`src/cpu_subsystem_pkg.sv`:
```
// Shared types for the CPU subsystem
// Word, register index and byte enable types, ALU and class enums, opcodes

package cpu_subsystem_pkg;

    typedef logic [31:0] word_t;
    typedef logic [4:0]  reg_idx_t;
    typedef logic [3:0]  be_t;

    // PASS_B forwards operand b for LUI
    typedef enum logic [2:0] {
        ALU_ADD,
        ALU_SUB,
        ALU_AND,
        ALU_OR,
        ALU_XOR,
        ALU_PASS_B
    } alu_op_e;

    // Instruction classes seen by execute
    typedef enum logic [2:0] {
        CLS_ALU_REG,
        CLS_ALU_IMM,
        CLS_LOAD,
        CLS_STORE,
        CLS_BRANCH,
        CLS_JAL,
        CLS_WFI,
        CLS_NOP
    } instr_class_e;

    // RV32I major opcodes
    localparam logic [6:0] OPC_OP     = 7'b0110011;
    localparam logic [6:0] OPC_OP_IMM = 7'b0010011;
    localparam logic [6:0] OPC_LUI    = 7'b0110111;
    localparam logic [6:0] OPC_LOAD   = 7'b0000011;
    localparam logic [6:0] OPC_STORE  = 7'b0100011;
    localparam logic [6:0] OPC_BRANCH = 7'b1100011;
    localparam logic [6:0] OPC_JAL    = 7'b1101111;
    localparam logic [6:0] OPC_SYSTEM = 7'b1110011;

    // Full encoding of WFI
    localparam word_t INSTR_WFI = 32'h1050_0073;

    // Width of a word access in funct3
    localparam logic [2:0] F3_WORD = 3'b010;

endpackage

```
`src/cpu_fetch.sv`:
```
// Instruction fetch
// Program counter and OBI instruction port, one word per instruction

`timescale 1ns/1ps

module cpu_fetch
    import cpu_subsystem_pkg::*;
#(
    parameter word_t BOOT_ADDR = 32'h0000_0180
) (
    input  logic  clk_i,
    input  logic  reset_i,

    // Restart from the result stage
    input  logic  next_valid_i,
    input  word_t next_pc_i,

    // OBI instruction port
    output logic  instr_req_o,
    output word_t instr_addr_o,
    input  logic  instr_gnt_i,
    input  logic  instr_rvalid_i,
    input  word_t instr_rdata_i,

    // To decode
    output logic  instr_valid_o,
    output word_t instr_word_o,
    output word_t pc_o
);

    typedef enum logic [1:0] {
        FETCH_IDLE,
        FETCH_REQ,
        FETCH_WAIT
    } fetch_state_e;

    fetch_state_e state_q;
    word_t        pc_q;
    word_t        instr_word_q;
    logic         instr_valid_q;
    logic         started_q;

    always_ff @(posedge clk_i) begin
        if (reset_i) begin
            state_q       <= FETCH_IDLE;
            pc_q          <= '0;
            instr_valid_q <= 1'b0;
            started_q     <= 1'b0;
        end else begin
            instr_valid_q <= 1'b0;
            case (state_q)
                FETCH_IDLE: begin
                    if (next_valid_i) begin
                        pc_q    <= next_pc_i;
                        state_q <= FETCH_REQ;
                    end else if (!started_q) begin
                        // First fetch after reset
                        pc_q      <= BOOT_ADDR;
                        started_q <= 1'b1;
                        state_q   <= FETCH_REQ;
                    end
                end
                FETCH_REQ: begin
                    if (instr_gnt_i) begin
                        state_q <= FETCH_WAIT;
                    end
                end
                FETCH_WAIT: begin
                    if (instr_rvalid_i) begin
                        instr_valid_q <= 1'b1;
                        state_q       <= FETCH_IDLE;
                    end
                end
                default: state_q <= FETCH_IDLE;
            endcase
        end
    end

    // Latch the returned instruction word
    always_ff @(posedge clk_i) begin
        if (state_q == FETCH_WAIT && instr_rvalid_i) begin
            instr_word_q <= instr_rdata_i;
        end
    end

    assign instr_req_o   = (state_q == FETCH_REQ);
    assign instr_addr_o  = pc_q;
    assign instr_valid_o = instr_valid_q;
    assign instr_word_o  = instr_word_q;
    assign pc_o          = pc_q;

endmodule

```
`src/cpu_decode.sv`:
```
// Instruction decode
// Class, ALU operation, register indexes and sign-extended immediate

`timescale 1ns/1ps

module cpu_decode
    import cpu_subsystem_pkg::*;
(
    input  logic         clk_i,
    input  logic         reset_i,

    // From fetch
    input  logic         instr_valid_i,
    input  word_t        instr_word_i,
    input  word_t        pc_i,

    // To execute
    output logic         dec_valid_o,
    output instr_class_e cls_o,
    output alu_op_e      alu_op_o,
    output reg_idx_t     rd_o,
    output reg_idx_t     rs1_o,
    output reg_idx_t     rs2_o,
    output word_t        imm_o,
    output word_t        pc_o,
    output logic         branch_ne_o
);

    logic [6:0]   opcode;
    logic [2:0]   funct3;
    logic [6:0]   funct7;
    word_t        imm_i_type;
    word_t        imm_s_type;
    word_t        imm_b_type;
    word_t        imm_u_type;
    word_t        imm_j_type;
    instr_class_e cls_d;
    alu_op_e      alu_op_d;
    word_t        imm_d;

    logic         dec_valid_q;

    assign opcode = instr_word_i[6:0];
    assign funct3 = instr_word_i[14:12];
    assign funct7 = instr_word_i[31:25];

    // Immediate formats
    assign imm_i_type = {{20{instr_word_i[31]}}, instr_word_i[31:20]};
    assign imm_s_type = {{20{instr_word_i[31]}}, instr_word_i[31:25], instr_word_i[11:7]};
    assign imm_b_type = {{19{instr_word_i[31]}}, instr_word_i[31], instr_word_i[7],
                         instr_word_i[30:25], instr_word_i[11:8], 1'b0};
    assign imm_u_type = {instr_word_i[31:12], 12'b0};
    assign imm_j_type = {{11{instr_word_i[31]}}, instr_word_i[31], instr_word_i[19:12],
                         instr_word_i[20], instr_word_i[30:21], 1'b0};

    always_comb begin
        cls_d    = CLS_NOP;
        alu_op_d = ALU_ADD;
        imm_d    = imm_i_type;
        case (opcode)
            OPC_OP: begin
                cls_d = CLS_ALU_REG;
                case (funct3)
                    3'b000:  alu_op_d = funct7[5] ? ALU_SUB : ALU_ADD;
                    3'b100:  alu_op_d = ALU_XOR;
                    3'b110:  alu_op_d = ALU_OR;
                    3'b111:  alu_op_d = ALU_AND;
                    default: cls_d    = CLS_NOP;
                endcase
            end
            // Only ADDI among the immediate ops
            OPC_OP_IMM: if (funct3 == 3'b000) cls_d = CLS_ALU_IMM;
            OPC_LUI: begin
                cls_d    = CLS_ALU_IMM;
                alu_op_d = ALU_PASS_B;
                imm_d    = imm_u_type;
            end
            OPC_LOAD:  if (funct3 == F3_WORD) cls_d = CLS_LOAD;
            OPC_STORE: begin
                if (funct3 == F3_WORD) cls_d = CLS_STORE;
                imm_d = imm_s_type;
            end
            OPC_BRANCH: begin
                // BEQ and BNE only
                if (funct3[2:1] == 2'b00) cls_d = CLS_BRANCH;
                imm_d = imm_b_type;
            end
            OPC_JAL: begin
                cls_d = CLS_JAL;
                imm_d = imm_j_type;
            end
            OPC_SYSTEM: if (instr_word_i == INSTR_WFI) cls_d = CLS_WFI;
            default: cls_d = CLS_NOP;
        endcase
    end

    always_ff @(posedge clk_i) begin
        if (reset_i) begin
            dec_valid_q <= 1'b0;
        end else begin
            dec_valid_q <= instr_valid_i;
        end
    end

    // Decoded fields stay stable until the next instruction arrives
    always_ff @(posedge clk_i) begin
        if (instr_valid_i) begin
            cls_o       <= cls_d;
            alu_op_o    <= alu_op_d;
            rd_o        <= instr_word_i[11:7];
            rs1_o       <= instr_word_i[19:15];
            rs2_o       <= instr_word_i[24:20];
            imm_o       <= imm_d;
            pc_o        <= pc_i;
            branch_ne_o <= funct3[0];
        end
    end

    assign dec_valid_o = dec_valid_q;

endmodule

```
`src/cpu_execute.sv`:
```
// Execute stage
// ALU, branch compare and OBI data port for word loads and stores

`timescale 1ns/1ps

module cpu_execute
    import cpu_subsystem_pkg::*;
(
    input  logic         clk_i,
    input  logic         reset_i,

    // From decode
    input  logic         dec_valid_i,
    input  instr_class_e cls_i,
    input  alu_op_e      alu_op_i,
    input  reg_idx_t     rd_i,
    input  reg_idx_t     rs1_i,
    input  reg_idx_t     rs2_i,
    input  word_t        imm_i,
    input  word_t        pc_i,
    input  logic         branch_ne_i,

    // Register file read
    output reg_idx_t     rs1_idx_o,
    output reg_idx_t     rs2_idx_o,
    input  word_t        rs1_data_i,
    input  word_t        rs2_data_i,

    // OBI data port
    output logic         data_req_o,
    output word_t        data_addr_o,
    output logic         data_we_o,
    output be_t          data_be_o,
    output word_t        data_wdata_o,
    input  logic         data_gnt_i,
    input  logic         data_rvalid_i,
    input  word_t        data_rdata_i,

    // To result
    output logic         ex_done_o,
    output logic         wb_en_o,
    output reg_idx_t     wb_idx_o,
    output word_t        wb_data_o,
    output logic         redirect_o,
    output word_t        target_o,
    output logic         halt_o
);

    typedef enum logic [1:0] {
        EX_IDLE,
        EX_REQ,
        EX_WAIT
    } ex_state_e;

    ex_state_e state_q;
    logic      ex_done_q;
    word_t     op_b;
    word_t     alu_res;
    logic      taken;
    logic      is_mem;

    // Operands come straight from the decoded indexes
    assign rs1_idx_o = rs1_i;
    assign rs2_idx_o = rs2_i;

    assign op_b   = (cls_i == CLS_ALU_REG) ? rs2_data_i : imm_i;
    assign taken  = branch_ne_i ? (rs1_data_i != rs2_data_i) : (rs1_data_i == rs2_data_i);
    assign is_mem = (cls_i == CLS_LOAD) || (cls_i == CLS_STORE);

    always_comb begin
        case (alu_op_i)
            ALU_ADD:    alu_res = rs1_data_i + op_b;
            ALU_SUB:    alu_res = rs1_data_i - op_b;
            ALU_AND:    alu_res = rs1_data_i & op_b;
            ALU_OR:     alu_res = rs1_data_i | op_b;
            ALU_XOR:    alu_res = rs1_data_i ^ op_b;
            ALU_PASS_B: alu_res = op_b;
            default:    alu_res = '0;
        endcase
    end

    always_ff @(posedge clk_i) begin
        if (reset_i) begin
            state_q   <= EX_IDLE;
            ex_done_q <= 1'b0;
        end else begin
            ex_done_q <= 1'b0;
            case (state_q)
                EX_IDLE: begin
                    if (dec_valid_i) begin
                        if (is_mem) state_q <= EX_REQ;
                        else ex_done_q <= 1'b1;
                    end
                end
                EX_REQ: if (data_gnt_i) state_q <= EX_WAIT;
                EX_WAIT: begin
                    if (data_rvalid_i) begin
                        ex_done_q <= 1'b1;
                        state_q   <= EX_IDLE;
                    end
                end
                default: state_q <= EX_IDLE;
            endcase
        end
    end

    // Request payload and writeback results
    always_ff @(posedge clk_i) begin
        if (state_q == EX_IDLE && dec_valid_i) begin
            data_addr_o  <= rs1_data_i + imm_i;
            data_we_o    <= (cls_i == CLS_STORE);
            data_wdata_o <= rs2_data_i;
            wb_idx_o     <= rd_i;
            wb_en_o      <= 1'b0;
            wb_data_o    <= alu_res;
            redirect_o   <= 1'b0;
            target_o     <= pc_i + imm_i;
            halt_o       <= 1'b0;
            case (cls_i)
                CLS_ALU_REG, CLS_ALU_IMM: wb_en_o <= 1'b1;
                CLS_BRANCH:               redirect_o <= taken;
                CLS_JAL: begin
                    wb_en_o    <= 1'b1;
                    wb_data_o  <= pc_i + 32'd4;
                    redirect_o <= 1'b1;
                end
                CLS_WFI:                  halt_o <= 1'b1;
                default:                  wb_en_o <= 1'b0;
            endcase
        end else if (state_q == EX_WAIT && data_rvalid_i) begin
            // Loads write back the returned word
            wb_en_o   <= !data_we_o;
            wb_data_o <= data_rdata_i;
        end
    end

    assign data_req_o = (state_q == EX_REQ);
    assign data_be_o  = '1;
    assign ex_done_o  = ex_done_q;

endmodule

```
`src/cpu_result.sv`:
```
// Result stage
// Register file, writeback and next program counter selection

`timescale 1ns/1ps

module cpu_result
    import cpu_subsystem_pkg::*;
(
    input  logic     clk_i,
    input  logic     reset_i,

    input  word_t    pc_i,

    // From execute
    input  logic     ex_done_i,
    input  logic     wb_en_i,
    input  reg_idx_t wb_idx_i,
    input  word_t    wb_data_i,
    input  logic     redirect_i,
    input  word_t    target_i,
    input  logic     halt_i,

    // Operand reads for execute
    input  reg_idx_t rs1_idx_i,
    input  reg_idx_t rs2_idx_i,
    output word_t    rs1_data_o,
    output word_t    rs2_data_o,

    // To fetch
    output logic     next_valid_o,
    output word_t    next_pc_o,
    output logic     core_sleep_o
);

    // x0 is not stored
    word_t regs_q [1:31];
    logic  next_valid_q;
    logic  sleep_q;

    assign rs1_data_o = (rs1_idx_i == '0) ? '0 : regs_q[rs1_idx_i];
    assign rs2_data_o = (rs2_idx_i == '0) ? '0 : regs_q[rs2_idx_i];

    always_ff @(posedge clk_i) begin
        if (reset_i) begin
            for (int i = 1; i < 32; i++) begin
                regs_q[i] <= '0;
            end
        end else if (ex_done_i && wb_en_i && wb_idx_i != '0) begin
            regs_q[wb_idx_i] <= wb_data_i;
        end
    end

    always_ff @(posedge clk_i) begin
        if (reset_i) begin
            next_valid_q <= 1'b0;
            sleep_q      <= 1'b0;
        end else begin
            next_valid_q <= ex_done_i && !halt_i;
            // Stays asleep until reset
            if (ex_done_i && halt_i) begin
                sleep_q <= 1'b1;
            end
        end
    end

    always_ff @(posedge clk_i) begin
        if (ex_done_i) begin
            next_pc_o <= redirect_i ? target_i : pc_i + 32'd4;
        end
    end

    assign next_valid_o = next_valid_q;
    assign core_sleep_o = sleep_q;

endmodule

```
`src/cpu_subsystem.sv`:
```
// CPU subsystem top level
// Fetch, decode, execute and result stages on two OBI ports

`timescale 1ns/1ps

module cpu_subsystem
    import cpu_subsystem_pkg::*;
#(
    parameter word_t BOOT_ADDR = 32'h0000_0180
) (
    input  logic  clk_i,
    input  logic  reset_i,

    // Instruction memory port
    output logic  instr_req_o,
    output word_t instr_addr_o,
    input  logic  instr_gnt_i,
    input  logic  instr_rvalid_i,
    input  word_t instr_rdata_i,

    // Data memory port
    output logic  data_req_o,
    output word_t data_addr_o,
    output logic  data_we_o,
    output be_t   data_be_o,
    output word_t data_wdata_o,
    input  logic  data_gnt_i,
    input  logic  data_rvalid_i,
    input  word_t data_rdata_i,

    output logic  core_sleep_o
);

    logic         next_valid;
    word_t        next_pc;
    logic         instr_valid;
    word_t        instr_word;
    word_t        fetch_pc;

    logic         dec_valid;
    instr_class_e cls;
    alu_op_e      alu_op;
    reg_idx_t     rd;
    reg_idx_t     rs1;
    reg_idx_t     rs2;
    word_t        imm;
    word_t        dec_pc;
    logic         branch_ne;

    reg_idx_t     rs1_idx;
    reg_idx_t     rs2_idx;
    word_t        rs1_data;
    word_t        rs2_data;

    logic         ex_done;
    logic         wb_en;
    reg_idx_t     wb_idx;
    word_t        wb_data;
    logic         redirect;
    word_t        target;
    logic         halt;

    cpu_fetch #(
        .BOOT_ADDR(BOOT_ADDR)
    ) fetch_i (
        .clk_i         (clk_i),
        .reset_i       (reset_i),
        .next_valid_i  (next_valid),
        .next_pc_i     (next_pc),
        .instr_req_o   (instr_req_o),
        .instr_addr_o  (instr_addr_o),
        .instr_gnt_i   (instr_gnt_i),
        .instr_rvalid_i(instr_rvalid_i),
        .instr_rdata_i (instr_rdata_i),
        .instr_valid_o (instr_valid),
        .instr_word_o  (instr_word),
        .pc_o          (fetch_pc)
    );

    cpu_decode decode_i (
        .clk_i        (clk_i),
        .reset_i      (reset_i),
        .instr_valid_i(instr_valid),
        .instr_word_i (instr_word),
        .pc_i         (fetch_pc),
        .dec_valid_o  (dec_valid),
        .cls_o        (cls),
        .alu_op_o     (alu_op),
        .rd_o         (rd),
        .rs1_o        (rs1),
        .rs2_o        (rs2),
        .imm_o        (imm),
        .pc_o         (dec_pc),
        .branch_ne_o  (branch_ne)
    );

    cpu_execute execute_i (
        .clk_i        (clk_i),
        .reset_i      (reset_i),
        .dec_valid_i  (dec_valid),
        .cls_i        (cls),
        .alu_op_i     (alu_op),
        .rd_i         (rd),
        .rs1_i        (rs1),
        .rs2_i        (rs2),
        .imm_i        (imm),
        .pc_i         (dec_pc),
        .branch_ne_i  (branch_ne),
        .rs1_idx_o    (rs1_idx),
        .rs2_idx_o    (rs2_idx),
        .rs1_data_i   (rs1_data),
        .rs2_data_i   (rs2_data),
        .data_req_o   (data_req_o),
        .data_addr_o  (data_addr_o),
        .data_we_o    (data_we_o),
        .data_be_o    (data_be_o),
        .data_wdata_o (data_wdata_o),
        .data_gnt_i   (data_gnt_i),
        .data_rvalid_i(data_rvalid_i),
        .data_rdata_i (data_rdata_i),
        .ex_done_o    (ex_done),
        .wb_en_o      (wb_en),
        .wb_idx_o     (wb_idx),
        .wb_data_o    (wb_data),
        .redirect_o   (redirect),
        .target_o     (target),
        .halt_o       (halt)
    );

    cpu_result result_i (
        .clk_i       (clk_i),
        .reset_i     (reset_i),
        .pc_i        (dec_pc),
        .ex_done_i   (ex_done),
        .wb_en_i     (wb_en),
        .wb_idx_i    (wb_idx),
        .wb_data_i   (wb_data),
        .redirect_i  (redirect),
        .target_i    (target),
        .halt_i      (halt),
        .rs1_idx_i   (rs1_idx),
        .rs2_idx_i   (rs2_idx),
        .rs1_data_o  (rs1_data),
        .rs2_data_o  (rs2_data),
        .next_valid_o(next_valid),
        .next_pc_o   (next_pc),
        .core_sleep_o(core_sleep_o)
    );

endmodule

```
`config.mk`:
```
export PLATFORM = sky130hd
export DESIGN_NAME = cpu_subsystem
export DESIGN_NICKNAME = d
export VERILOG_FILES = /design/src/cpu_subsystem_pkg.sv /design/src/cpu_fetch.sv /design/src/cpu_decode.sv /design/src/cpu_execute.sv /design/src/cpu_result.sv /design/src/cpu_subsystem.sv
export SDC_FILE = /design/constraint.sdc
export NUM_CORES = 2
export LEC_CHECK = 0
export ABC_AREA = 0
export BUFFER_PORTS_ARGS = -buffer_cell sky130_fd_sc_hd__buf_4
export CAP_MARGIN = 20
export CELL_PAD_IN_SITES_DETAIL_PLACEMENT = 0
export CELL_PAD_IN_SITES_GLOBAL_PLACEMENT = 2
export CORE_MARGIN = 2
export CORE_UTILIZATION = 50
export CTS_CLUSTER_SIZE = 12
export DETAILED_ROUTE_END_ITERATION = 16
export PLACE_DENSITY_LB_ADDON = 0.25
export RECOVER_POWER = 50
export SETUP_SLACK_MARGIN = 0.15
export SYNTH_ARGS = -nofsm -noshare
export SYNTH_HDL_FRONTEND = slang
export SYNTH_SLANG_ARGS = --single-unit
```
`constraint.sdc`:
```
create_clock -name clk_i -period 14.2 [get_ports clk_i]
set_input_delay 2.13 -clock clk_i [delete_from_list [all_inputs] [get_ports clk_i]]
set_output_delay 2.13 -clock clk_i [all_outputs]
set_load 0.01 [all_outputs]
```
* Word-level counts from Yosys, hierarchy flattened
Memory sizes are Yosys's and may differ from the RTL's. A register that Yosys moved wholly into a read port is not among the register bits. Cells that the tools add are included.
Cells by class: mux-type cells 52, equal/unequal tests 38, $add $sub $neg 5, reduce and logical (&&, ||, !) cells 28, bitwise logic cells 5
Operators by type and width (number):
- 2-to-1 mux 32 bit | 10
- case mux 32 bit (6 select lines) | 1
- case mux 31 bit (4 select lines) | 1
- adder 32 bit | 3
- adder 32 x 3 -> 32 bit (second input constant) | 1
- bitwise AND 32 bit | 1
- == test 32 x 29 -> 1 bit (second input constant) | 1
- == test 32 bit | 1
- != test 32 bit | 1
- OR 32 bit | 1
- OR reduction 32 bit | 1
- subtractor 32 bit | 1
- bitwise XOR 32 bit | 1
- == test 3 bit (second input constant) | 8
- case mux 3 bit (8 select lines) | 1
- == test 7 x 6 -> 1 bit (second input constant) | 3
- == test 7 bit (second input constant) | 3
- 2-to-1 mux 2 bit | 9
- 2-to-1 mux 1 bit | 17
- == test 3 x 2 -> 1 bit (second input constant) | 5
- 2-to-1 mux 5 bit | 3
- 2-to-1 mux 3 bit | 4
- case mux 2 bit (3 select lines) | 2
- case mux 3 bit (4 select lines) | 1
- other kinds (25) | 48
Storage, ports and cells: output and inout bits 104, input port bits 70, logic and storage cells 157, register bits 329, memories kept 1, bits in writable memories 992
Memory list:
- result_i.regs_q | depth 31, width 32, rd ports 2, clocked after memory_dff 2, wr ports 31, RTL line cpu_result.sv:36 | word_t regs_q [1:31];

* Depth between registers and ports, before layout
depth after elaboration 7, depth in mapped cells 30

* Modules after synthesis
From an unflattened synthesis, not the netlist that was laid out.
Second synthesis, totals: cells, all modules 5750, area, all modules 76154.3 um^2
Modules (own cells, without submodules):
- cpu_result | area each 56716.9 um^2, instances 1, cells an instance 3842, sequential area each 31750.5 um^2
- cpu_execute | area each 13740.7 um^2, instances 1, cells an instance 1565, sequential area each 4174.0 um^2
- cpu_decode | area each 3318.2 um^2, instances 1, cells an instance 185, sequential area each 2602.5 um^2
- cpu_fetch | area each 2378.5 um^2, instances 1, cells an instance 158, sequential area each 1681.6 um^2

* Worst setup path after synthesis
OpenSTA, ideal clock, no wires.
kind flip-flop to flip-flop, start register (tool-made name), end register execute_i.wb_data_o[29] (data pin), buffers on the path 4, period minus slack after synthesis 5.932 ns, library setup time 0.275 ns, required time 13.925 ns, cell stages (with the launch flop) 27, arrival 5.658 ns, slack 8.268 ns, cell sequence dfxtp_1 buf_6 buf_6 buf_6 buf_6 mux4_2 a22oi_1 o31ai_1 o21ai_0 a21boi_0 ha_1 o211a_1 o221a_2 and2_1 nand2_1 o21ai_0 xnor2_1 ha_1 nand2_1 nor2_1 nand2_1 or4_1 a21oi_1 nor3_1 o41ai_1 xnor2_1 o221ai_1
RTL lines:
- end signal, assigned | RTL line cpu_execute.sv:115 | wb_data_o <= alu_res;
- end signal, assigned | RTL line cpu_execute.sv:124 | wb_data_o <= pc_i + 32'd4;
- end signal, assigned | RTL line cpu_execute.sv:133 | wb_data_o <= data_rdata_i;
- end, declared | RTL line cpu_execute.sv:43 | output word_t wb_data_o,

==> metrics.yaml <==
ys_seq_area_share_pct: 53.6
multi_input_area_um2: 32900
worstPathRequired_ns: 14.68
grt_max_degree: 86
gp_congestion: 0.920
drt-wirelength-per-cell_um: 35.4
ios: 174
fin_nets: 5759
p_total_mw: 9.14
start_util_pct: 50.3
drive_above_1_share_pct: 18.7
ant_nets: 0
crit_chain: "clkbuf_1, mux4_1, o22ai_1, o41ai_1, a22o_1, nor3_1, a31oi_1, xnor2_1, ha_1, nand2_1, nor2_1, nand2_1, or4_1, a21oi_1, nor3_1, o41ai_1, xnor2_1, o221ai_1"
ctsHoldBuffers: 0
ff_latch_area_um2: 40400
cp-start-kind: "register"
area_growth_pct: 10.1
viasPerCell: 6.56
dp_hpwl_um: 170000
synth_warnings: 0
dp_slack_ns: 6.18
violations: "max-capacitance violations, max-slew violations"
finalWorstSetupSlack_ns: 3.74
clock-root-buffer: "clkbuf_16"
report.final.slew_viol_count: 1794
crit_arrival_ns: 10.94
num_rows: 142
clk_pin_slew_ns: 0.06
grt_setup_unrepaired: "no"
path_max_fanout: 42
clock_skew_ns: 0.0479
fmax_mhz: 95.6
setup_tns_ns: 0
fillers: 12292
post_dp_cell_area_um2: 78600
first_iter_violations: 6122
clk_latency_ns: 0.81
clock_sinks: 1363
drv_cap: 52
setup_violations: 0
cts_tree: "yes"
die_h_um: 392
path_class: "reg2reg"
synthCells: 5465
period_minus_slack_ns: 10.46
hp-class: "reg2reg"
synth_cell_types: 93
core_area_um2: 150000
leakagePower_nw: 29.9
status: "complete, but fails checks"
clk_path_buf_depth: 3
cts_made_buffers: 154
ys_seq_elements: 1363
antenna_found_initial: 15
synth_area_um2: 75400
die-area_um2: 154000
fin_util_pct: 55.4
cp-end-kind: "register"
finalHoldViolCount: 0
drcViolationCount: 0
num_vias: 50384
p_per_area_nw_per_um2: 110
cts_setup_buffers: 0
synthFlopType: "edfxtp_1"
die_w_um: 392
routed_wl_um: 272000
grt_pass1_vias: 49657
avgSynthCellArea_um2: 13.8
synth_enable_flop_cells: 1311
async_flop_share_pct: 0
peakVddDrop_mv: 0.125
tightest_slew_ns: 5.15
io_buffers: 169
grt_overflow: 0
stdcell_area_um2: 83000
cp_slowest_cell: "clkbuf_1"
cts_resized: 0
dr.pass1.iters: 8
htreeDepth: 4
max_stage_delay_ns: 2.79
slew-limit-headroom_pct: -243
grt_usage_pct: 35.4
min_period_over_period_pct: 73.7
grt_pass1_wl_um: 378000
[cell families after synthesis]
kind of cell | share of synthesized area, %
other cells | 0.00996
compound gates | 5.90
fa+ha+maj | 2.72
xor+xnor | 1.93
simple gates | 13.3
mux | 19.1
buf+inv | 3.36
flops | 53.6
[path summary, 6_finish.rpt]
path	start	end	slack, ns	cells past startpoint
hold reg to reg	decode_i.rd_o[3]$_DFFE_PP_	execute_i.wb_idx_o[3]$_DFFE_PP_	0.42	0
hold / removal	decode_i.rd_o[3]$_DFFE_PP_	execute_i.wb_idx_o[3]$_DFFE_PP_	0.42	0
setup / recovery	register	execute_i.wb_data_o[29]$_DFFE_PP_	3.74	18
setup reg to reg	register	execute_i.wb_data_o[29]$_DFFE_PP_	3.74	18
[power breakdown]
part	internal, mW	leakage, nW	switching, mW
registers	4.51	13.6	0.0714
clock network	2.18	2.38	1.73
logic	0.243	13.9	0.405
total	6.94	29.9	2.20
[metrics by stage]
stage / std cells / hold slack (ns)
3_5_place_dp: 7377 / 0.414
5_1_grt: 7671 / 0.433
3_3_place_gp: 7373 / 0.401
4_1_cts: 7659 / 0.423
2_1_floorplan: 5499 / 0.400
6_report: 7680 / 0.425
[layout make-up]
cell class / instances / share of cell area, %
Multi-Input combinational cell: 3577 / 39.6
Timing Repair Buffer: 305 / 2.13
Sequential cell: 1363 / 48.7
Clock buffer: 199 / 4.98
Clock inverter: 83 / 0.924
Tap cell: 2016 / 3.04
Antenna cell: 11 / 0.0332
Inverter: 126 / 0.571
[cell usage after synthesis (11+ instances only)]
cell type  instances  area share (%)
o21ai_0          121            0.80
mux4_1            11            0.38
inv_1            115            0.57
buf_2             52            0.35
a221oi_1          12            0.14
a211oi_1          17            0.17
nand3_1           71            0.47
nor4_1            14            0.12
a21o_1            54            0.54
xnor2_1          128             1.5
edfxtp_1        1311              52
o221ai_1          23            0.27
mux2i_1          159             2.1
dfxtp_1           52             1.4
nor3_1            56            0.37
o21a_1            26            0.26
and2_1          1019             8.5
nand2b_1          22            0.18
nor2b_1           30            0.25
ha_1             159             2.6
buf_6             23            0.34
mux4_2           528              16
buf_1             27            0.13
or2_2             42            0.35
o22ai_1           42            0.35
clkbuf_1         304             1.5
nand4_1           18            0.15
buf_4             16            0.16
mux2_2            43            0.64
o31ai_1           19            0.19
nand2_1          179            0.89
and3_1            13            0.11
a22oi_1           90            0.90
a22o_1            12            0.14
xor2_1            38            0.44
a31oi_1           31            0.26
nor2_1           281             1.4
a21oi_1          122            0.81
[critical path: cells and delay by family, from the launching register on]
kind            cells  cell delay, ns
fa+ha+maj           1            0.41
xor+xnor            2            0.26
mux                 1            0.83
flops               1            1.99
compound gates      7            2.68
simple gates        6            1.07
buf+inv             1            2.79
[flip-flops by register name, summed over array words and instances (netlist names), 32 cells and up, named ones only]
name                    cells
execute_i.data_addr_o      32
result_i.next_pc_o         32
decode_i.pc_o              32
fetch_i.instr_addr_o       32
fetch_i.instr_word_o       32
result_i.regs_q          1024
decode_i.imm_o             32
execute_i.data_wdata_o     32
execute_i.target_o         32
execute_i.wb_data_o        32
[routing by layer]
layer	share of wire [%]	vias to the layer above	track usage, %	wire [µm]
li1	-	20842	-	-
met1	36	25729	44.3	98000
met2	47	3086	57.3	129000
met3	10	719	7.95	28200
met4	6.1	8	19.2	16700
met5	0.019	-	0	51
[layout by cell type (no fill, tap or decap), types with 128 or more instances in the layout]
master | netlist | final
and2_0 | 0 | 278
and2_1 | 1019 | 741
clkbuf_1 | 304 | 187
clkbuf_16 | 0 | 156
edfxtp_1 | 1311 | 1311
ha_1 | 159 | 159
mux2i_1 | 159 | 159
mux4_2 | 528 | 528
nand2_1 | 179 | 178
nor2_1 | 281 | 249
xnor2_1 | 128 | 128
No activity file was read; power rests on OpenSTA's default activity.
